[src/hdl/tx_chan_params.svh]
`ifndef TX_CHAN_PARAMS_SVH
`define TX_CHAN_PARAMS_SVH

// header word fields
`define HDR_PAYLOAD_MSB     8   // payload word count, msb
`define HDR_PAYLOAD_LSB     2
`define HDR_RSSI_FLAG       26  // hold until rssi drops, valid with start of burst
`define HDR_END_OF_BURST    27
`define HDR_START_OF_BURST  28

// send window ahead of adc_time, in sample times
`define TX_JITTER           5

// 16 bit interleaved complex samples
`define FMT_QI16            4'd0

// packet buffer sizing
`define BUF_ADDR_BITS       8   // 256 words
`define PKT_SLOTS_BITS      3   // 8 queued packets

// register map
`define REG_THRESHOLD       2'd0
`define REG_RSSI_WAIT       2'd1
`define REG_FORMAT          2'd2
`define REG_STATUS          2'd3

`endif

[src/hdl/tx_chan_pkg.sv]
`default_nettype none

package tx_chan_pkg;

    // one buffer word, header, timestamp or packed I/Q sample
    typedef logic [31:0] word_t;

    // single I or Q component
    typedef logic [15:0] sample_t;

    // sample time, also used for rssi and its wait limit
    typedef logic [31:0] tstamp_t;

    typedef logic [6:0] pkt_len_t;   // payload words per packet

    typedef logic [3:0] fmt_t;       // sample format code

    typedef logic [1:0] cfg_addr_t;  // register address

    // channel reader states
    typedef enum logic [2:0] {
        IDLE,
        HEADER,
        TIMESTAMP,
        WAIT,        // hold until the timestamp comes due
        WAITSTROBE,  // wait for the tx chain to ask for a sample
        SEND
    } reader_state_t;

endpackage

`default_nettype wire

[src/hdl/tx_chan_regs.sv]
`default_nettype none

`include "tx_chan_params.svh"

module tx_chan_regs
(
    input  wire                        tx_clock,
    input  wire                        reset,
    input  wire                        cfg_write,
    input  wire                        cfg_read,
    input  wire tx_chan_pkg::cfg_addr_t cfg_addr,
    input  wire tx_chan_pkg::word_t    cfg_wdata,
    output tx_chan_pkg::word_t         cfg_rdata,
    input  wire                        underrun,
    output tx_chan_pkg::tstamp_t       threshold,
    output tx_chan_pkg::tstamp_t       rssi_wait,
    output tx_chan_pkg::fmt_t          samples_format
);

    logic underrun_d;       // previous underrun, for edge detect
    logic underrun_sticky;
    logic status_clear;

    assign status_clear = cfg_write && (cfg_addr == `REG_STATUS);

    always_ff @(posedge tx_clock)
    begin
        if (reset)
        begin
            threshold       <= '0;
            rssi_wait       <= '0;
            samples_format  <= '0;
            underrun_d      <= 1'b0;
            underrun_sticky <= 1'b0;
            cfg_rdata       <= '0;
        end
        else
        begin
            underrun_d <= underrun;

            if (cfg_write)
            begin
                case (cfg_addr)
                    `REG_THRESHOLD: threshold      <= cfg_wdata;
                    `REG_RSSI_WAIT: rssi_wait      <= cfg_wdata;
                    `REG_FORMAT:    samples_format <= cfg_wdata[$bits(tx_chan_pkg::fmt_t)-1:0];
                    default:        ;  // status write only clears the sticky bit
                endcase
            end

            // a new underrun wins over a clear in the same cycle
            if (underrun && !underrun_d)
                underrun_sticky <= 1'b1;
            else if (status_clear)
                underrun_sticky <= 1'b0;

            if (cfg_read)
            begin
                case (cfg_addr)
                    `REG_THRESHOLD: cfg_rdata <= threshold;
                    `REG_RSSI_WAIT: cfg_rdata <= rssi_wait;
                    `REG_FORMAT:    cfg_rdata <= tx_chan_pkg::word_t'(samples_format);
                    `REG_STATUS:    cfg_rdata <= tx_chan_pkg::word_t'(underrun_sticky);
                endcase
            end
        end
    end

endmodule

`default_nettype wire

[config.mk]
export PLATFORM = sky130hd
export DESIGN_NAME = tx_chan_regs
export DESIGN_NICKNAME = d
export VERILOG_FILES = /design/src/hdl/tx_chan_pkg.sv /design/src/hdl/tx_chan_regs.sv
export VERILOG_INCLUDE_DIRS = /design/src /design/src/hdl
export SDC_FILE = /design/constraint.sdc
export NUM_CORES = 1
export LEC_CHECK = 0
export ABC_AREA = 1
export BUFFER_PORTS_ARGS = -buffer_cell sky130_fd_sc_hd__buf_4
export CORE_ASPECT_RATIO = 1.1
export CORE_MARGIN = 2
export CORE_UTILIZATION = 40
export CTS_CLUSTER_SIZE = 16
export DETAILED_ROUTE_END_ITERATION = 12
export PLACE_DENSITY = 0.66
export SLEW_MARGIN = 20
export SYNTH_ARGS = -nofsm -noshare
export SYNTH_HDL_FRONTEND = slang
export SYNTH_SLANG_ARGS = --single-unit
[constraint.sdc]
create_clock -name tx_clock -period 2.5 [get_ports tx_clock]
set_input_delay 0.125 -clock tx_clock [delete_from_list [all_inputs] [get_ports tx_clock]]
set_output_delay 0.125 -clock tx_clock [all_outputs]
set_load 0.03 [all_outputs]
==> flow_summary.yaml, run 1 <==
logic_synthesis:
  synthTopCellsByCount: "102 x dfxtp_1, 101 x nand2_1, 73 x nor2_1"
  synth.yosys.seq_area_share_pct: 49.26
  synth_top_family_by_area: "simple AND/OR/NAND/NOR gates"
  synth_xor_area_share_pct: 0
  synth.mux.area_fraction_pct: 0
  yosysTopAreaCell: "dfxtp_1"
  syn_avg_cell_area_um2: 7.792
  async_flop_share_pct: 0
  yosysTopAreaCellShare_pct: 49.26
  syn_inst: 532
  synth_compound_area_share_pct: 14.67
  yosys-top-cells-area: "dfxtp_1 49%, nand2_1 9.1%, nand3_1 8.0%, nor2_1 6.6%, o211ai_1 5.1%"
  synth_ff_type: "dfxtp_1"
  yosys.cell_count.top_type: "dfxtp_1"
  synth_nets: 571
  netlist_area_mm2: 0.004145
  synth-seq-cells: 102
  synth_edf_count: 0
  ys_warn_count: 0
  synth-simple-area-share_pct: 25.32
  yosys.area_share.adder_pct: 0
  synth_cell_types: 21
global_routing:
  grt_pass1_wl_um: 18360
  grt_max_degree: 64
  overflow: 0
  antenna_found_initial: 0
  grtUsageTotal_pct: 20.26
  grt_pass1_vias: 3689
sta:
  fin_tns_setup_ns: 0
  rsz0062_at_grt: "no"
  setup_violations: 0
  skew_ns: 0.01344
  period_minus_slack_ns: 1.230
  final_max_slew_viol_count: 0
  report.final.hold_viol_count: 0
  fin_crit_sh_pct: 49.18
  tightest_slew_ns: 0.8299
  fin_ws_ns: 1.270
  max-slew-margin-rel_pct: 44.67
  fmax_mhz: 813.3
die:
  dieArea_mm2: 0.01119
  rows: 38
  pin_count: 139
  die_h_um: 110.8
  core_mm2: 0.009985
  start_util_pct: 41.52
  chipWidth_um: 101.1
drt:
  drt-wirelength-per-cell_um: 14.96
  vias: 3918
  drt_wl_total_um: 11570
  vias_per_cell: 5.069
  drc: 0
  drtIter0Drc: 213
  drtAntennaViolNets: 0
  drtPass1Iterations: 4
clock_tree:
  max-clock-path-buffers: 2
  path_clk_slew_ns: 0.10
  clock-root-buffer: "clkbuf_8"
  cts.sinks: 102
  cts_made_buffers: 9
  htreeDepth: 3
  cts_resized: 0
  clock_latency_ns: 0.35
  cts_tree: "built"
run_status:
  outcome: "complete, no violations"
setup_path:
  crit_required_ns: 2.73
  path_max_fanout: 38
  crit_path_end_kind: "register"
  path_class: "in -> reg"
  startpoint_type: "primary input"
  cp_data_arrival_time_ns: 1.46
power_and_ir_drop:
  p_leak_nw: 2.434
  peakVddDrop_mv: 0.3116
  power.density_mw_per_mm2: 669.3
placed_design:
  post-place-ws_ns: 0.8908
  place_congestion: 0.8029
  dp_hpwl_um: 7484
  numPortBuffers: 138
layout:
  diodes: 0
  nets: 687
  areaGrowthSynthToFinish_pct: 28.58
  drive_above_1_share_pct: 25.57
worst_hold_path:
  min_path_type: "in -> reg"
flow_run:
  cap_viol_max_count: 0
[sequential cells by signal (all words and copies together), names as in the netlist]
name	count
rssi_wait	32
underrun_sticky	1
cfg_rdata	32
samples_format	4
underrun_d	1
threshold	32
[worst max-delay path: stages]
cell     delay [ns]
buf_4          0.14
inv_2          0.08
nor2_8         0.41
nand2_4        0.36
o21ai_0        0.25
a21oi_1        0.06
[final timing paths]
kind	cells past startpoint	from	slack (ns)	to
worst max register to register	6	samples_format[0]	1.62	cfg_rdata[0]
worst min register to register	2	rssi_wait[3]	0.47	rssi_wait[3]
worst min-delay path	3	cfg_wdata[27]	0.03	threshold[27]
worst max-delay path	6	cfg_addr[0]	1.27	rssi_wait[0]
[cell type report]
class	count	area (µm²)
inverter	37	138.9
clock inverter	5	106.4
tap	120	150.1
timing repair buffer	145	1094
clock buffer	11	141.4
fill	982	4654
sequential	102	2042
multi-input combinational	353	1658
[power breakdown]
group | switching [mW] | total [mW] | internal [mW]
clock | 0.552 | 1.25 | 0.695
combinational | 0.362 | 0.566 | 0.203
sequential | 0.0544 | 1.75 | 1.70
[logic make-up (layout without fill, tap and decap cells)]
kind of cell    Yosys count  count (layout)
flops                   102             102
compound gates          107             107
simple gates            246             246
buf+inv                  77             198
[metrics by stage]
step / cell area (µm²) / hold slack, ns / std cells / power [mW] / utilization [%]
3_5_place_dp: 5062 / 0.3686 / 755 / 2.359 / 50.70
3_3_place_gp: 5062 / 0.3606 / 755 / 2.348 / 50.70
5_1_grt: 5330 / 0.03457 / 773 / 3.706 / 53.38
6_report: 5330 / 0.02729 / 773 / 3.568 / 53.38
4_1_cts: 5330 / 0.01772 / 773 / 3.597 / 53.38
2_1_floorplan: 4145 / 0.2499 / 532 / 2.148 / -
[layer usage]
layer | global-route usage (%) | routed length [µm] | vias up
li1 | - | - | 1966
met1 | 25.54 | 5169 | 1818
met2 | 33.91 | 5533 | 119
met3 | 4.035 | 670 | 15
met4 | 7.297 | 192 | 0
met5 | 0 | 0 | -
[cell usage in the layout (no fill, tap or decap), drive strengths merged]
| master | netlist | routed |
|---|---|---|
| o211ai | 28 | 28 |
| buf | 23 | 143 |
| bufinv | 0 | 3 |
| nor2 | 76 | 76 |
| a21oi | 39 | 39 |
| dfxtp | 102 | 102 |
| nand2 | 104 | 104 |
| clkinv | 0 | 1 |
| nand3 | 66 | 66 |
| inv | 37 | 37 |
| o21ai | 38 | 38 |
| clkbuf | 16 | 11 |
| a31oi | 2 | 2 |
| dlygate4sd3 | 0 | 2 |
| clkinvlp | 0 | 1 |
[timing repair]
action | in CTS | in global routing
hold buffers | 2 | 0
hold endpoints to repair | 2 | 0
setup buffers | 0 | 0
No activity file was read; power rests on OpenSTA's default activity.
==> inputs of run 2 (changes only) <==
- ABC_AREA: 1 -> 0
- PLACE_DENSITY: 0.66 -> 0.69
- clock period: 2.5 -> 1 ns (I/O delays scaled with it)
==> flow_summary.yaml, run 2 <==
setup_path:
  r2r_cells: 3
  crit_path_end_kind: "register"
  path_max_fanout: 3
  startpoint_type: "register"
  crit_required_ns: 1.26
  cp_data_arrival_time_ns: 1.35
  path_class: "reg -> reg"
worst_hold_path:
  min_path_cells: 4
  min_path_type: "in -> reg"
die:
  rows: 38
  core_mm2: 0.009842
  dieArea_mm2: 0.01091
  pin_count: 139
  chipWidth_um: 99.78
  start_util_pct: 41.01
  die_h_um: 109.4
global_routing:
  grt_busiest_layer: "met2"
  overflow: 0
  grt_use_met2_pct: 37.11
  grt_pass1_wl_um: 18740
  grt_pass1_vias: 3775
  antenna_found_initial: 0
  grtUsageTotal_pct: 21.80
  gr-usage-met3_pct: 6.739
  grt_max_degree: 54
  use_met1_pct: 26.83
placed_design:
  dp.cells: 721
  dp_hpwl_um: 7729
  numPortBuffers: 138
  place_area_mm2: 0.005294
  place_congestion: 0.7969
flow_run:
  cap_viol_max_count: 0
drt:
  drtIter0Drc: 122
  drc: 0
  vias: 3885
  drt_wl_total_um: 12030
  vias_per_cell: 5.026
  drtAntennaViolNets: 0
  drtPass1Iterations: 4
  drt-wirelength-per-cell_um: 15.56
logic_synthesis:
  netlist_area_mm2: 0.004036
  synth_cell_types: 19
  synth-seq-cells: 102
  synth.yosys.seq_area_share_pct: 50.59
  yosysTopAreaCell: "dfxtp_1"
  synth_nets: 519
  syn_inst: 480
  synthTopCellsByCount: "128 x nand2_1, 102 x dfxtp_1, 93 x a21oi_1"
  yosys-top-cells-area: "dfxtp_1 51%, nand2_1 12%, a21oi_1 12%, mux2_2 7.8%, nor2b_1 4.8%"
  syn_avg_cell_area_um2: 8.409
  yosys.cell_count.top_type: "nand2_1"
  synth_ff_type: "dfxtp_1"
  ys_warn_count: 0
  async_flop_share_pct: 0
  synth_edf_count: 0
  yosysTopAreaCellShare_pct: 50.59
clock_tree:
  path_clk_slew_ns: 0.09
  clock-root-buffer: "clkbuf_8"
  cts_tree: "built"
  htreeDepth: 3
  cts_made_buffers: 9
  cts.sinks: 102
  clock_latency_ns: 0.36
  max-clock-path-buffers: 2
layout:
  reg.largest.list: "cfg_rdata (32), rssi_wait (32), threshold (32)"
  fin_area_mm2: 0.005903
  layout.cells.most_common: "buf_4"
  final_cell_mix: "149 x buf_4, 128 x nand2_1, 93 x a21oi_1, 55 x dfxtp_1, 46 x dfxtp_2"
  nets: 687
  finish.utilization_pct: 59.98
  diodes: 0
  areaGrowthSynthToFinish_pct: 46.25
  stdcell_count: 773
  drive_above_1_share_pct: 38.74
sta:
  fmax_mhz: 917.6
  report.final.hold_viol_count: 0
  rsz0062_at_grt: "yes"
  skew_ns: 0.01401
  tightest_slew_ns: 0.2934
  period_minus_slack_ns: 1.090
  fin_ws_ns: -0.08977
  fin_crit_sh_pct: 109.0
  hold_ws_ns: 0.1358
  max-slew-margin-rel_pct: 80.44
  final_max_slew_viol_count: 0
  setup_violations: 2
run_status:
  outcome: "finished, violations left"
  failed_checks: "negative setup slack"
power_and_ir_drop:
  power.density_mw_per_mm2: 1322
  peakVddDrop_mv: 0.7180
  p_leak_nw: 2.552
  p_total_mw: 7.803
==> run 2: changes by cell type after synthesis, sizes merged, moves of 31 or more <==
cell	change
inv	-37
nor2	-39
nand3	-65
nor2b	+31
o21ai	-38
a21oi	+54
==> run 2: logic make-up (layout without fill, tap and decap cells) <==
| family | after synthesis | count (layout) | synth area share [%] |
|---|---|---|---|
| AO/OA/AOI/OAI | 96 | 96 | 12.28 |
| AND/OR/NAND/NOR | 208 | 208 | 22.41 |
| buffers and inverters | 37 | 210 | 4.371 |
| multiplexers | 37 | 37 | 10.35 |
| flip-flops | 102 | 102 | 50.59 |
==> run 2: path summary, 6_finish.rpt <==
check               startpoint              end  slack, ns
min reg2reg       threshold[0]     threshold[0]       0.47
max          samples_format[0]     cfg_rdata[0]      -0.09
min                cfg_addr[0]  underrun_sticky       0.14
max reg2reg  samples_format[0]     cfg_rdata[0]      -0.09
==> run 2: worst max-delay path, cell delays in order (launching register included) <==
cell     delay (ns)
dfxtp_4        0.36
mux4_2         0.45
mux2i_1        0.14
nor2_1         0.06
==> run 2: layout make-up <==
cell class / count / area (µm²)
clock buffer: 11 / 131.4
multi-input combinational: 341 / 1827
timing repair buffer: 194 / 1657
fill: 857 / 3939
tap: 120 / 150.1
sequential: 102 / 2103
clock inverter: 5 / 35.03
==> run 2: where the power goes <==
part	leakage [nW]	switching [mW]	internal [mW]
registers	0.850	0.0839	4.18
clock network	0.0799	1.40	0.911
logic	1.62	0.671	0.557
==> run 2: layer usage <==
metal	vias up	part of all wire (%)
met2	126	51
li1	1911	-
met3	10	6.8
met1	1838	42
met4	0	0.76
met5	-	0
==> run 2: per-stage QoR <==
step,TNS (ns),setup slack (ns)
after CTS,-0.1269,-0.09205
after floorplan,-0.1091,-0.1091
after global routing,-0.2447,-0.1445
after global placement,-4.441,-0.09002
final,-0.1097,-0.08977
after detailed placement,-5.077,-0.1064
==> run 2: timing repair <==
item,4_1_cts,5_1_grt
gates cloned,0,1
setup buffers,1,0
pin swaps,0,1
resized for setup,3,40
hold endpoints to repair,69,0
setup endpoints to repair,2,69
hold buffers,34,0
