--- config.mk ---
export PLATFORM = sky130hd
export DESIGN_NAME = chan_fifo_reader
export DESIGN_NICKNAME = d
export VERILOG_FILES = /design/src/hdl/tx_chan_pkg.sv /design/src/hdl/chan_fifo_reader.sv
export VERILOG_INCLUDE_DIRS = /design/src /design/src/hdl
export SDC_FILE = /design/constraint.sdc
export NUM_CORES = 1
export LEC_CHECK = 0
export BUFFER_PORTS_ARGS = -buffer_cell sky130_fd_sc_hd__buf_2
export CORE_ASPECT_RATIO = 0.8
export CORE_UTILIZATION = 25
export DETAILED_ROUTE_END_ITERATION = 7
export PLACE_DENSITY = 0.42
export REMOVE_ABC_BUFFERS = 1
export SLEW_MARGIN = 20
export SYNTH_ARGS = -nofsm -noshare
export SYNTH_HDL_FRONTEND = slang
export SYNTH_SLANG_ARGS = --single-unit
export TNS_END_PERCENT = 10
--- constraint.sdc ---
create_clock -name tx_clock -period 4.7 [get_ports tx_clock]
set_input_delay 0.235 -clock tx_clock [delete_from_list [all_inputs] [get_ports tx_clock]]
set_output_delay 0.235 -clock tx_clock [all_outputs]
set_load 0.005 [all_outputs]
--- src/hdl/tx_chan_params.svh ---
`ifndef TX_CHAN_PARAMS_SVH
`define TX_CHAN_PARAMS_SVH

// header word fields
`define HDR_PAYLOAD_MSB     8   // payload word count, msb
`define HDR_PAYLOAD_LSB     2
`define HDR_RSSI_FLAG       26  // hold until rssi drops, valid with start of burst
`define HDR_END_OF_BURST    27
`define HDR_START_OF_BURST  28

// send window ahead of adc_time, in sample times
`define TX_JITTER           5

// 16 bit interleaved complex samples
`define FMT_QI16            4'd0

// packet buffer sizing
`define BUF_ADDR_BITS       8   // 256 words
`define PKT_SLOTS_BITS      3   // 8 queued packets

// register map
`define REG_THRESHOLD       2'd0
`define REG_RSSI_WAIT       2'd1
`define REG_FORMAT          2'd2
`define REG_STATUS          2'd3

`endif

--- src/hdl/tx_chan_pkg.sv ---
`default_nettype none

package tx_chan_pkg;

    // one buffer word, header, timestamp or packed I/Q sample
    typedef logic [31:0] word_t;

    // single I or Q component
    typedef logic [15:0] sample_t;

    // sample time, also used for rssi and its wait limit
    typedef logic [31:0] tstamp_t;

    typedef logic [6:0] pkt_len_t;   // payload words per packet

    typedef logic [3:0] fmt_t;       // sample format code

    typedef logic [1:0] cfg_addr_t;  // register address

    // channel reader states
    typedef enum logic [2:0] {
        IDLE,
        HEADER,
        TIMESTAMP,
        WAIT,        // hold until the timestamp comes due
        WAITSTROBE,  // wait for the tx chain to ask for a sample
        SEND
    } reader_state_t;

endpackage

`default_nettype wire

--- src/hdl/chan_fifo_reader.sv ---
`default_nettype none

`include "tx_chan_params.svh"

module chan_fifo_reader
(
    input  wire                       tx_clock,
    input  wire                       reset,
    input  wire                       tx_strobe,       // tx chain wants the next sample
    input  wire tx_chan_pkg::tstamp_t adc_time,        // current sample time
    input  wire tx_chan_pkg::fmt_t    samples_format,
    input  wire tx_chan_pkg::word_t   fifodata,        // word at the buffer read pointer
    input  wire                       pkt_waiting,
    output logic                      rdreq,           // acknowledge of fifodata
    output logic                      skip,            // drop rest of current packet
    output tx_chan_pkg::sample_t      tx_q,
    output tx_chan_pkg::sample_t      tx_i,
    output logic                      underrun,
    output logic                      tx_empty,        // tx chain sends zeros
    input  wire tx_chan_pkg::tstamp_t rssi,
    input  wire tx_chan_pkg::tstamp_t threshold,
    input  wire tx_chan_pkg::tstamp_t rssi_wait      // 0 waits forever
);

    tx_chan_pkg::reader_state_t reader_state;

    tx_chan_pkg::pkt_len_t payload_len;
    tx_chan_pkg::pkt_len_t read_len;     // samples sent so far
    tx_chan_pkg::tstamp_t  timestamp;
    tx_chan_pkg::tstamp_t  time_wait;    // cycles spent in WAIT
    tx_chan_pkg::tstamp_t  window_end;

    logic burst;       // inside a burst, next packet is expected
    logic trash;       // drop packets until the next start of burst
    logic rssi_flag;

    logic hdr_sob;
    logic hdr_eob;
    logic hdr_rssi;
    logic too_late;
    logic rssi_timeout;
    logic in_window;
    logic rssi_ok;
    logic more_samples;

    assign hdr_sob  = fifodata[`HDR_START_OF_BURST];
    assign hdr_eob  = fifodata[`HDR_END_OF_BURST];
    assign hdr_rssi = fifodata[`HDR_RSSI_FLAG];

    assign window_end   = adc_time + tx_chan_pkg::tstamp_t'(`TX_JITTER);
    assign too_late     = (timestamp < adc_time);
    assign rssi_timeout = rssi_flag && (rssi_wait != '0) && (time_wait >= rssi_wait);
    // all ones means send as soon as possible
    assign in_window    = (timestamp > adc_time && timestamp <= window_end) ||
                          (timestamp == '1);
    assign rssi_ok      = !rssi_flag || (rssi <= threshold);
    assign more_samples = (read_len != payload_len);

    always_ff @(posedge tx_clock)
    begin
        if (reset)
        begin
            reader_state <= tx_chan_pkg::IDLE;
            rdreq        <= 1'b0;
            skip         <= 1'b0;
            underrun     <= 1'b0;
            tx_empty     <= 1'b1;
            tx_i         <= '0;
            tx_q         <= '0;
            burst        <= 1'b0;
            trash        <= 1'b0;
            rssi_flag    <= 1'b0;
            time_wait    <= '0;
        end
        else
        begin
            // a strobe with nothing to hand over sends zeros
            if (tx_strobe && !(reader_state == tx_chan_pkg::WAITSTROBE && more_samples))
                tx_empty <= 1'b1;

            case (reader_state)
                tx_chan_pkg::IDLE:
                begin
                    skip      <= 1'b0;
                    time_wait <= '0;
                    if (pkt_waiting)
                    begin
                        reader_state <= tx_chan_pkg::HEADER;
                        rdreq        <= 1'b1;
                        underrun     <= 1'b0;
                    end
                    else if (burst)
                    begin
                        underrun <= 1'b1;  // burst open but host fell behind
                    end
                end

                tx_chan_pkg::HEADER:
                begin
                    rssi_flag <= hdr_rssi && hdr_sob;
                    if (hdr_sob || hdr_eob)
                        burst <= hdr_sob && !hdr_eob;

                    if (trash && !hdr_sob)
                    begin
                        // rest of a dropped burst
                        reader_state <= tx_chan_pkg::IDLE;
                        skip         <= 1'b1;
                        rdreq        <= 1'b0;
                    end
                    else
                    begin
                        reader_state <= tx_chan_pkg::TIMESTAMP;
                        payload_len  <= fifodata[`HDR_PAYLOAD_MSB:`HDR_PAYLOAD_LSB];
                        read_len     <= '0;
                        rdreq        <= 1'b1;
                    end
                end

                tx_chan_pkg::TIMESTAMP:
                begin
                    reader_state <= tx_chan_pkg::WAIT;
                    timestamp    <= fifodata;
                    rdreq        <= 1'b0;
                end

                tx_chan_pkg::WAIT:
                begin
                    time_wait <= time_wait + 1'b1;
                    if (too_late || rssi_timeout)
                    begin
                        reader_state <= tx_chan_pkg::IDLE;
                        trash        <= 1'b1;
                        skip         <= 1'b1;
                    end
                    else if (in_window && rssi_ok)
                    begin
                        reader_state <= tx_chan_pkg::WAITSTROBE;
                        trash        <= 1'b0;
                    end
                end

                tx_chan_pkg::WAITSTROBE:
                begin
                    if (!more_samples)
                    begin
                        reader_state <= tx_chan_pkg::IDLE;  // packet done, move to the next
                        skip         <= 1'b1;
                    end
                    else if (tx_strobe)
                    begin
                        reader_state <= tx_chan_pkg::SEND;
                        rdreq        <= 1'b1;
                    end
                end

                tx_chan_pkg::SEND:
                begin
                    reader_state <= tx_chan_pkg::WAITSTROBE;
                    read_len     <= read_len + 1'b1;
                    tx_empty     <= 1'b0;
                    rdreq        <= 1'b0;
                    {tx_q, tx_i} <= fifodata;  // every format code unpacks as QI16
                end

                default:
                begin
                    reader_state <= tx_chan_pkg::IDLE;
                end
            endcase
        end
    end

endmodule

`default_nettype wire

==> run summary, run 1 <==
Crit-path slowest cell - or4_1
die height - 166.3 um
H-tree level count - 4
Routed Antenna Nets - 0
Vias - 7865
Critical R2R Capture - trash
Via density - 4.701
most common cell in the netlist - ha_1
#FFs+latches synth - 120
Chip Width - 207.3 um
Synth Area per Inst - 8.499 um2
port bufs - 199
leakage - 4.850 nW
first-pass GRT wire length - 42280 um
Reg power frac - 0.378
Clock power frac - 0.480
largest delay contributor family on the critical path - simple AND/OR/NAND/NOR gates
Synth Cell Area - 0.008431 mm2
logic gate share of total power - 0.141
Net Switching - 0.8149 mW
Highest Clock Rate - 224.9 MHz
Worst setup startpoint - adc_time[9]
number of synthesized flops with an enable pin - 46
area leader, netlist - ha_1
Worst-Skew Late Latency - 0.43 ns
outcome - finished, final reports clean
Final min period - 4.446 ns
final instance area - 0.01093 mm2
kind of critical path - input port to flip-flop
TritonRoute pass-1 iters - 5
Post-Route WL - 26760 um
PD cells - 271.1 mW/mm2
Yosys warning count - 0
io pins - 204
synthesized instance count - 992
asr flop ratio synth - 0
most common cell type on the critical path - or4_1
placed inst area - 0.01009 mm2
top cell type's share of synthesized area - 0.1944
max-slew violations - 0
clk_skew - 0.01201 ns
worst path bufs/invs - 2
R2R cell count - 9
CP Data Required Time - 4.97 ns
GRT Total Usage - 0.1571
final period utilization - 0.9460
Initial Util - 0.2566
GR Overflow Total - 0
Max IR drop VDD - 0.2009 mV
Max-Cap Viols - 0
Site Rows - 59
Post-synth top cells - ha_1, nand2_1, a21oi_1, inv_1, dfxtp_1
core box area - 0.03285 mm2
nets - 1531
clock root buffer - clkbuf_16
setup repair after global routing missed its margin - false
Area growth, synth to finish - 29.61%
mean routed wirelength per cell - 15.99 um
launching point of the worst reg2reg path - timestamp[29]
CP peak stage delay - 0.60 ns
crit path capture - trash
reg-to-reg slack, setup - 1.45 ns
kind of launch point of the worst setup path - input port
CTS Buffer Depth - 2
Worst EP arrival - 4.72 ns
Synth Flop Type - dfxtp_1
Synth area leaders - ha_1, dfxtp_1, edfxtp_1
Clock transition at path regs - 0.07 ns
Sink Count - 120
CP Max Fanout - 3
initial antenna violation count - 1
largest net degree at the start of global routing - 73
P_int - 2.148 mW
Netlist cell types - 56
Worst Max-Slew Pin Slew - 1.011 ns
Hold/Removal Path Class - input port to flip-flop
Worst Setup End Kind - flip-flop
post-synthesis sequential area ratio - 0.3396
initial drt markers - 436
vias in the first global route - 7718
CTS tree - built
Sw Share - 0.2751
die area - 0.03447 mm2
Finish-stage setup viols - 0
placed instance count - 1622
WP depth - 19
final std cells w/o fill - 1673
clock buffer count from CTS - 17
Worst Hold Launch - fifodata[20]
hold_ws - 0.02061 ns
RePlAce Congestion - 0.8276
estimated wirelength of the detail-placed design - 20970 um
final hold viol count - 0
crit-path cells - buf_2 > nand4_1 > or4_1 > nor3_1 > buf_4 > and3_1 > and2b_1 > nand3_1 > nor4_2 > xnor2_1 > ha_1 > nand4_1 > or4_1 > or4_1 > o31a_1 > o41a_1 > a311o_1 > o21ai_1 > a21oi_1
Worst slew margin - 0.3245
ratio of cells with drive above 1 in the final layout - 0.2137
# DRC - 0
-- worst min path at each step --
stage,cells past startpoint,endpoint
after floorplan,1,rssi_flag
after global placement,1,timestamp[21]
after detailed placement,1,timestamp[21]
after CTS,1,timestamp[10]
after global routing,1,timestamp[10]
final,1,timestamp[20]
-- stage by stage --
stage / TNS (ns) / setup slack [ns] / power (mW) / utilization
after floorplan: 0 / 0.2882 / 1.352 / -
after global placement: -0.3171 / -0.1085 / 1.553 / 0.3070
after detailed placement: -0.7590 / -0.2215 / 1.552 / 0.3070
after CTS: 0 / 0.2234 / 3.004 / 0.3317
after global routing: 0 / 0.009837 / 3.110 / 0.3325
final: 0 / 0.2537 / 2.963 / 0.3326
-- metal layers --
| metal | wire length, um | part of all wire | vias to the layer above | global-route usage |
|---|---|---|---|---|
| met5 | 0 | 0 | - | 0 |
| met4 | 117 | 0.0044 | 0 | 0.03050 |
| met3 | 1006 | 0.038 | 9 | 0.02988 |
| met2 | 11350 | 0.42 | 147 | 0.2335 |
| met1 | 14290 | 0.53 | 3634 | 0.2336 |
| li1 | - | - | 4075 | - |
-- power by group through the flow --
stage                     sequential, mW  clock (mW)  combinational, mW
after global placement              1.14           0              0.409
after floorplan                     1.14           0              0.216
after detailed placement            1.14           0              0.409
after CTS                           1.12        1.46              0.424
final                               1.12        1.42              0.419
after global routing                1.12        1.51              0.480
-- what timing repair did --
item | 4_1_cts | 5_1_grt
hold endpoints to repair | 18 | 0
buffers inserted | 0 | 0
resized for setup | 0 | 3
hold buffers | 18 | 0
endpoints found under the setup margin | 0 | 1
-- layout by cell type, fill, tap and decap left out, drive strengths merged, types with 3 or more instances in the layout --
cell,synthesis,final
mux2,8,8
a211oi,11,11
o21bai,3,3
o211ai,7,7
dlygate4sd3,0,18
xnor2,35,35
nand4,49,49
a21o,17,17
buf,0,225
a21oi,101,101
a311oi,4,4
or3,6,6
o21a,9,9
and4,6,6
inv,102,108
nor2b,5,5
or2,6,6
nand2b,9,9
ha,131,131
nor2,66,66
o21ai,28,28
nor4,19,19
or4,3,3
clkbuf,22,19
xor2,7,7
dfxtp,74,74
edfxtp,46,46
a31oi,3,3
nand3,40,40
and3,10,10
nand2,121,121
clkinv,0,4
nor3,17,17
-- cell type report --
| class | instances | area [um2] |
|---|---|---|
| fill | 3480 | 21920 |
| multi-input combinational | 748 | 5142 |
| sequential | 120 | 2863 |
| timing repair buffer | 243 | 1371 |
| tap | 427 | 534.3 |
| clock buffer | 19 | 475.5 |
| inverter | 102 | 382.9 |
| clock inverter | 13 | 155.1 |
| antenna | 1 | 2.502 |
-- cell families after synthesis --
group | synth area share
and+or+nand+nor | 0.2091
DFF | 0.3396
xor gates and xnor gates | 0.04363
muxes | 0.01306
adders and majority gates | 0.1944
buffers and inverters | 0.05521
AOI/OAI and AO/OA | 0.1450
-- sequential cells by signal, summed over array words and instances, names as in the netlist, 3 cells and up --
name	flops
payload_len	7
time_wait	32
tx_q	16
read_len	7
tx_i	16
timestamp	32
reader_state	3
Power figures use the tool's default switching activity.
==> run 2: changes to the inputs <==
- ABC_AREA: not set -> 1
- PLACE_DENSITY: 0.42 -> 0.41
==> run summary, run 2 <==
kind of launch point of the worst setup path - input port
xor and xnor area share after synthesis - 0.03636 (-0.007269)
Setup TNS - 0 ns (unchanged)
CTS Buffer Depth - 2 (unchanged)
first-pass GRT wire length - 43600 um (+3.1%)
largest family of logic cells by synthesized area - simple AND/OR/NAND/NOR gates
Via density - 4.355 (-7.4%)
Chip Width - 215.9 um (+4.2%)
compound-cell area share of the yosys netlist - 0.1128 (-0.03222)
most frequent cells in the layout - nand2_1, inv_1, buf_2
Final min period - 3.061 ns (-1.385 ns)
#FFs+latches synth - 120 (unchanged)
Worst Setup End Kind - flip-flop
post-synthesis sequential area ratio - 0.3128 (-0.02678)
Synth Area in Adders - 0.1791 (-0.01534)
PD cells - 312.7 mW/mm2 (+15%)
synthesized instance count - 1247 (+26%)
CP Data Required Time - 5.01 ns (+0.04 ns)
ratio of cells with drive above 1 in the final layout - 0.1842 (-0.02950)
hold_ws - 0.01993 ns (-0.0006727 ns)
Worst-Skew Late Latency - 0.42 ns (about the same)
Routed Antenna Nets - 0 (unchanged)
CP Max Fanout - 4 (+1)
most common cell in the netlist - nand2_1
Netlist cell types - 48 (-14%)
Site Rows - 62 (+5.1%)
placed instance count - 1911 (+18%)
Synth Cell Area - 0.009153 mm2 (+8.6%)
H-tree level count - 4 (unchanged)
Synth Area per Inst - 7.340 um2 (-14%)
port bufs - 199 (unchanged)
commonest non-fill, non-tap cell in the layout - nand2_1
nets - 1763 (+15%)
most common cell type on the critical path - nand2_1
estimated wirelength of the detail-placed design - 21760 um (+3.8%)
clock buffer count from CTS - 17 (unchanged)
final hold viol count - 0 (unchanged)
mean routed wirelength per cell - 13.85 um (-13%)
largest net degree at the start of global routing - 47 (-36%)
Finish-stage setup viols - 0 (unchanged)
RePlAce Congestion - 0.7987 (-3.5%)
Post-Route WL - 27140 um (+1.4%)
P_int - 2.353 mW (+9.6%)
Max-Cap Viols - 0 (unchanged)
placed inst area - 0.01072 mm2 (+6.3%)
Hold/Removal Path Class - input port to flip-flop
core box area - 0.03599 mm2 (+9.6%)
max-slew violations - 0 (unchanged)
Reg power frac - 0.361 (-0.017)
Clock transition at path regs - 0.06 ns (about the same)
outcome - finished, final reports clean
Pwr Total - 3.588 mW (+21%)
top cell type's share of synthesized area - 0.1791 (-0.01534)
TritonRoute pass-1 iters - 4 (-1)
area leader, netlist - ha_1
clock root buffer - clkbuf_16
io pins - 204 (unchanged)
Sink Count - 120 (unchanged)
Net Switching - 1.235 mW (+52%)
vias in the first global route - 8499 (+10%)
synthesized-area fraction occupied by and/or/nand/nor cells - 0.2582 (+0.04912)
Crit-path slowest cell - ha_1
CP peak stage delay - 0.27 ns (-0.33 ns)
Yosys warning count - 0 (unchanged)
initial antenna violation count - 2 (+1)
Synth area leaders - ha_1, dfxtp_1, edfxtp_1
die area - 0.03738 mm2 (+8.5%)
Initial Util - 0.2543 (-0.002361)
Worst Max-Slew Pin Slew - 0.9614 ns (-0.04946 ns)
clk_skew - 0.009684 ns (-0.002330 ns)
final instance area - 0.01147 mm2 (+5.0%)
Area growth, synth to finish - 25.35%
die height - 173.1 um (+4.1%)
mux cell area share after synthesis - 0 (-0.01306)
number of synthesized flops with an enable pin - 46 (unchanged)
Post-synth top cells - nand2_1, inv_1, nor2_1, ha_1, a21oi_1
PostCTS Resize Cnt - 0 (unchanged)
final std cells w/o fill - 1959 (+17%)
Synth Flop Type - dfxtp_1
Max IR drop VDD - 0.2850 mV (+42%)
Highest Clock Rate - 326.7 MHz (+45%)
final period utilization - 0.6513 (-0.2947)
logic gate share of total power - 0.262 (+0.121)
asr flop ratio synth - 0 (unchanged)
CTS tree - built
setup repair after global routing missed its margin - false
Clock power frac - 0.376 (-0.104)
GRT Total Usage - 0.1480 (-0.009124)
top flop regs - time_wait (32), timestamp (32)
Worst EP arrival - 3.37 ns (-1.35 ns)
Sw Share - 0.3441 (+0.06910)
Worst slew margin - 0.3575 (+0.03305)
# DRC - 0 (unchanged)
GR Overflow Total - 0 (unchanged)
Vias - 8531 (+8.5%)
leakage - 5.645 nW (+16%)
kind of critical path - input port to flip-flop
initial drt markers - 281 (-36%)
[run 2: cell types whose count changed after synthesis, moves of 10 or more]
cell,previous run,this run
xnor2_1,35,5
o21ai_0,23,67
nand4_1,49,30
nand3_1,40,30
nand2_1,121,243
a21oi_1,101,88
xor2_1,7,33
inv_1,101,222
nor2_1,66,147
a21o_1,17,3
[run 2: final timing paths]
kind                startpoint         endpoint  slack (ns)  depth (start not counted)
setup / recovery   adc_time[0]  reader_state[0]        1.64                         29
hold / removal    fifodata[18]    timestamp[18]        0.02                          1
hold reg to reg          rdreq            rdreq        0.45                          2
setup reg to reg  time_wait[0]    time_wait[24]        2.34                          6
[run 2: metal layers]
layer	global-route usage	up-vias	part of all wire
met2	0.2367	146	0.45
met4	0.03081	0	0.0087
li1	-	4552	-
met1	0.2063	3819	0.51
met5	0	-	0
met3	0.02762	14	0.035
[run 2: worst max-delay path: cells and delay by family]
family / cells / cell delay (ns)
xor+xnor: 1 / 0.14
buf+inv: 3 / 0.22
fa+ha+maj: 2 / 0.45
compound gates: 1 / 0.06
simple gates: 22 / 2.24
[run 2: repair_timing]
| item | in CTS | in global routing |
|---|---|---|
| hold endpoints to repair | 14 | 0 |
| setup buffers | 0 | 0 |
| hold buffers | 14 | 0 |
[run 2: metrics by stage]
step                setup WS [ns]    util
floorplan                   1.811       -
global placement            1.223  0.2979
detailed placement          1.150  0.2979
CTS                         1.596  0.3186
global route                1.314  0.3187
finish                      1.639  0.3187
[run 2: power by group through the flow]
stage               Clock [mW]  Combinational (mW)  Sequential, mW
floorplan                    0               0.557            1.30
finish                    1.35               0.941            1.30
CTS                       1.39               0.965            1.30
global route              1.43                1.09            1.31
global placement             0               0.951            1.32
detailed placement           0               0.952            1.32
[run 2: kinds of logic after synthesis]
group / after synthesis
AND/OR/NAND/NOR: 524
AO/OA/AOI/OAI: 189
flip-flops: 120
adder cells (fa/ha/maj): 131
XOR/XNOR: 38
buffers and inverters: 245
[run 2: layout make-up]
class / instances / area [um2]
fillers: 3952 / 24520
inverters: 225 / 844.6
diodes: 2 / 5.005
flip-flops and latches: 120 / 2863
repair buffers: 218 / 1174
well taps: 480 / 600.6
clock inverters: 13 / 130.1
multi-input cells: 882 / 5380
clock buffers: 19 / 475.5
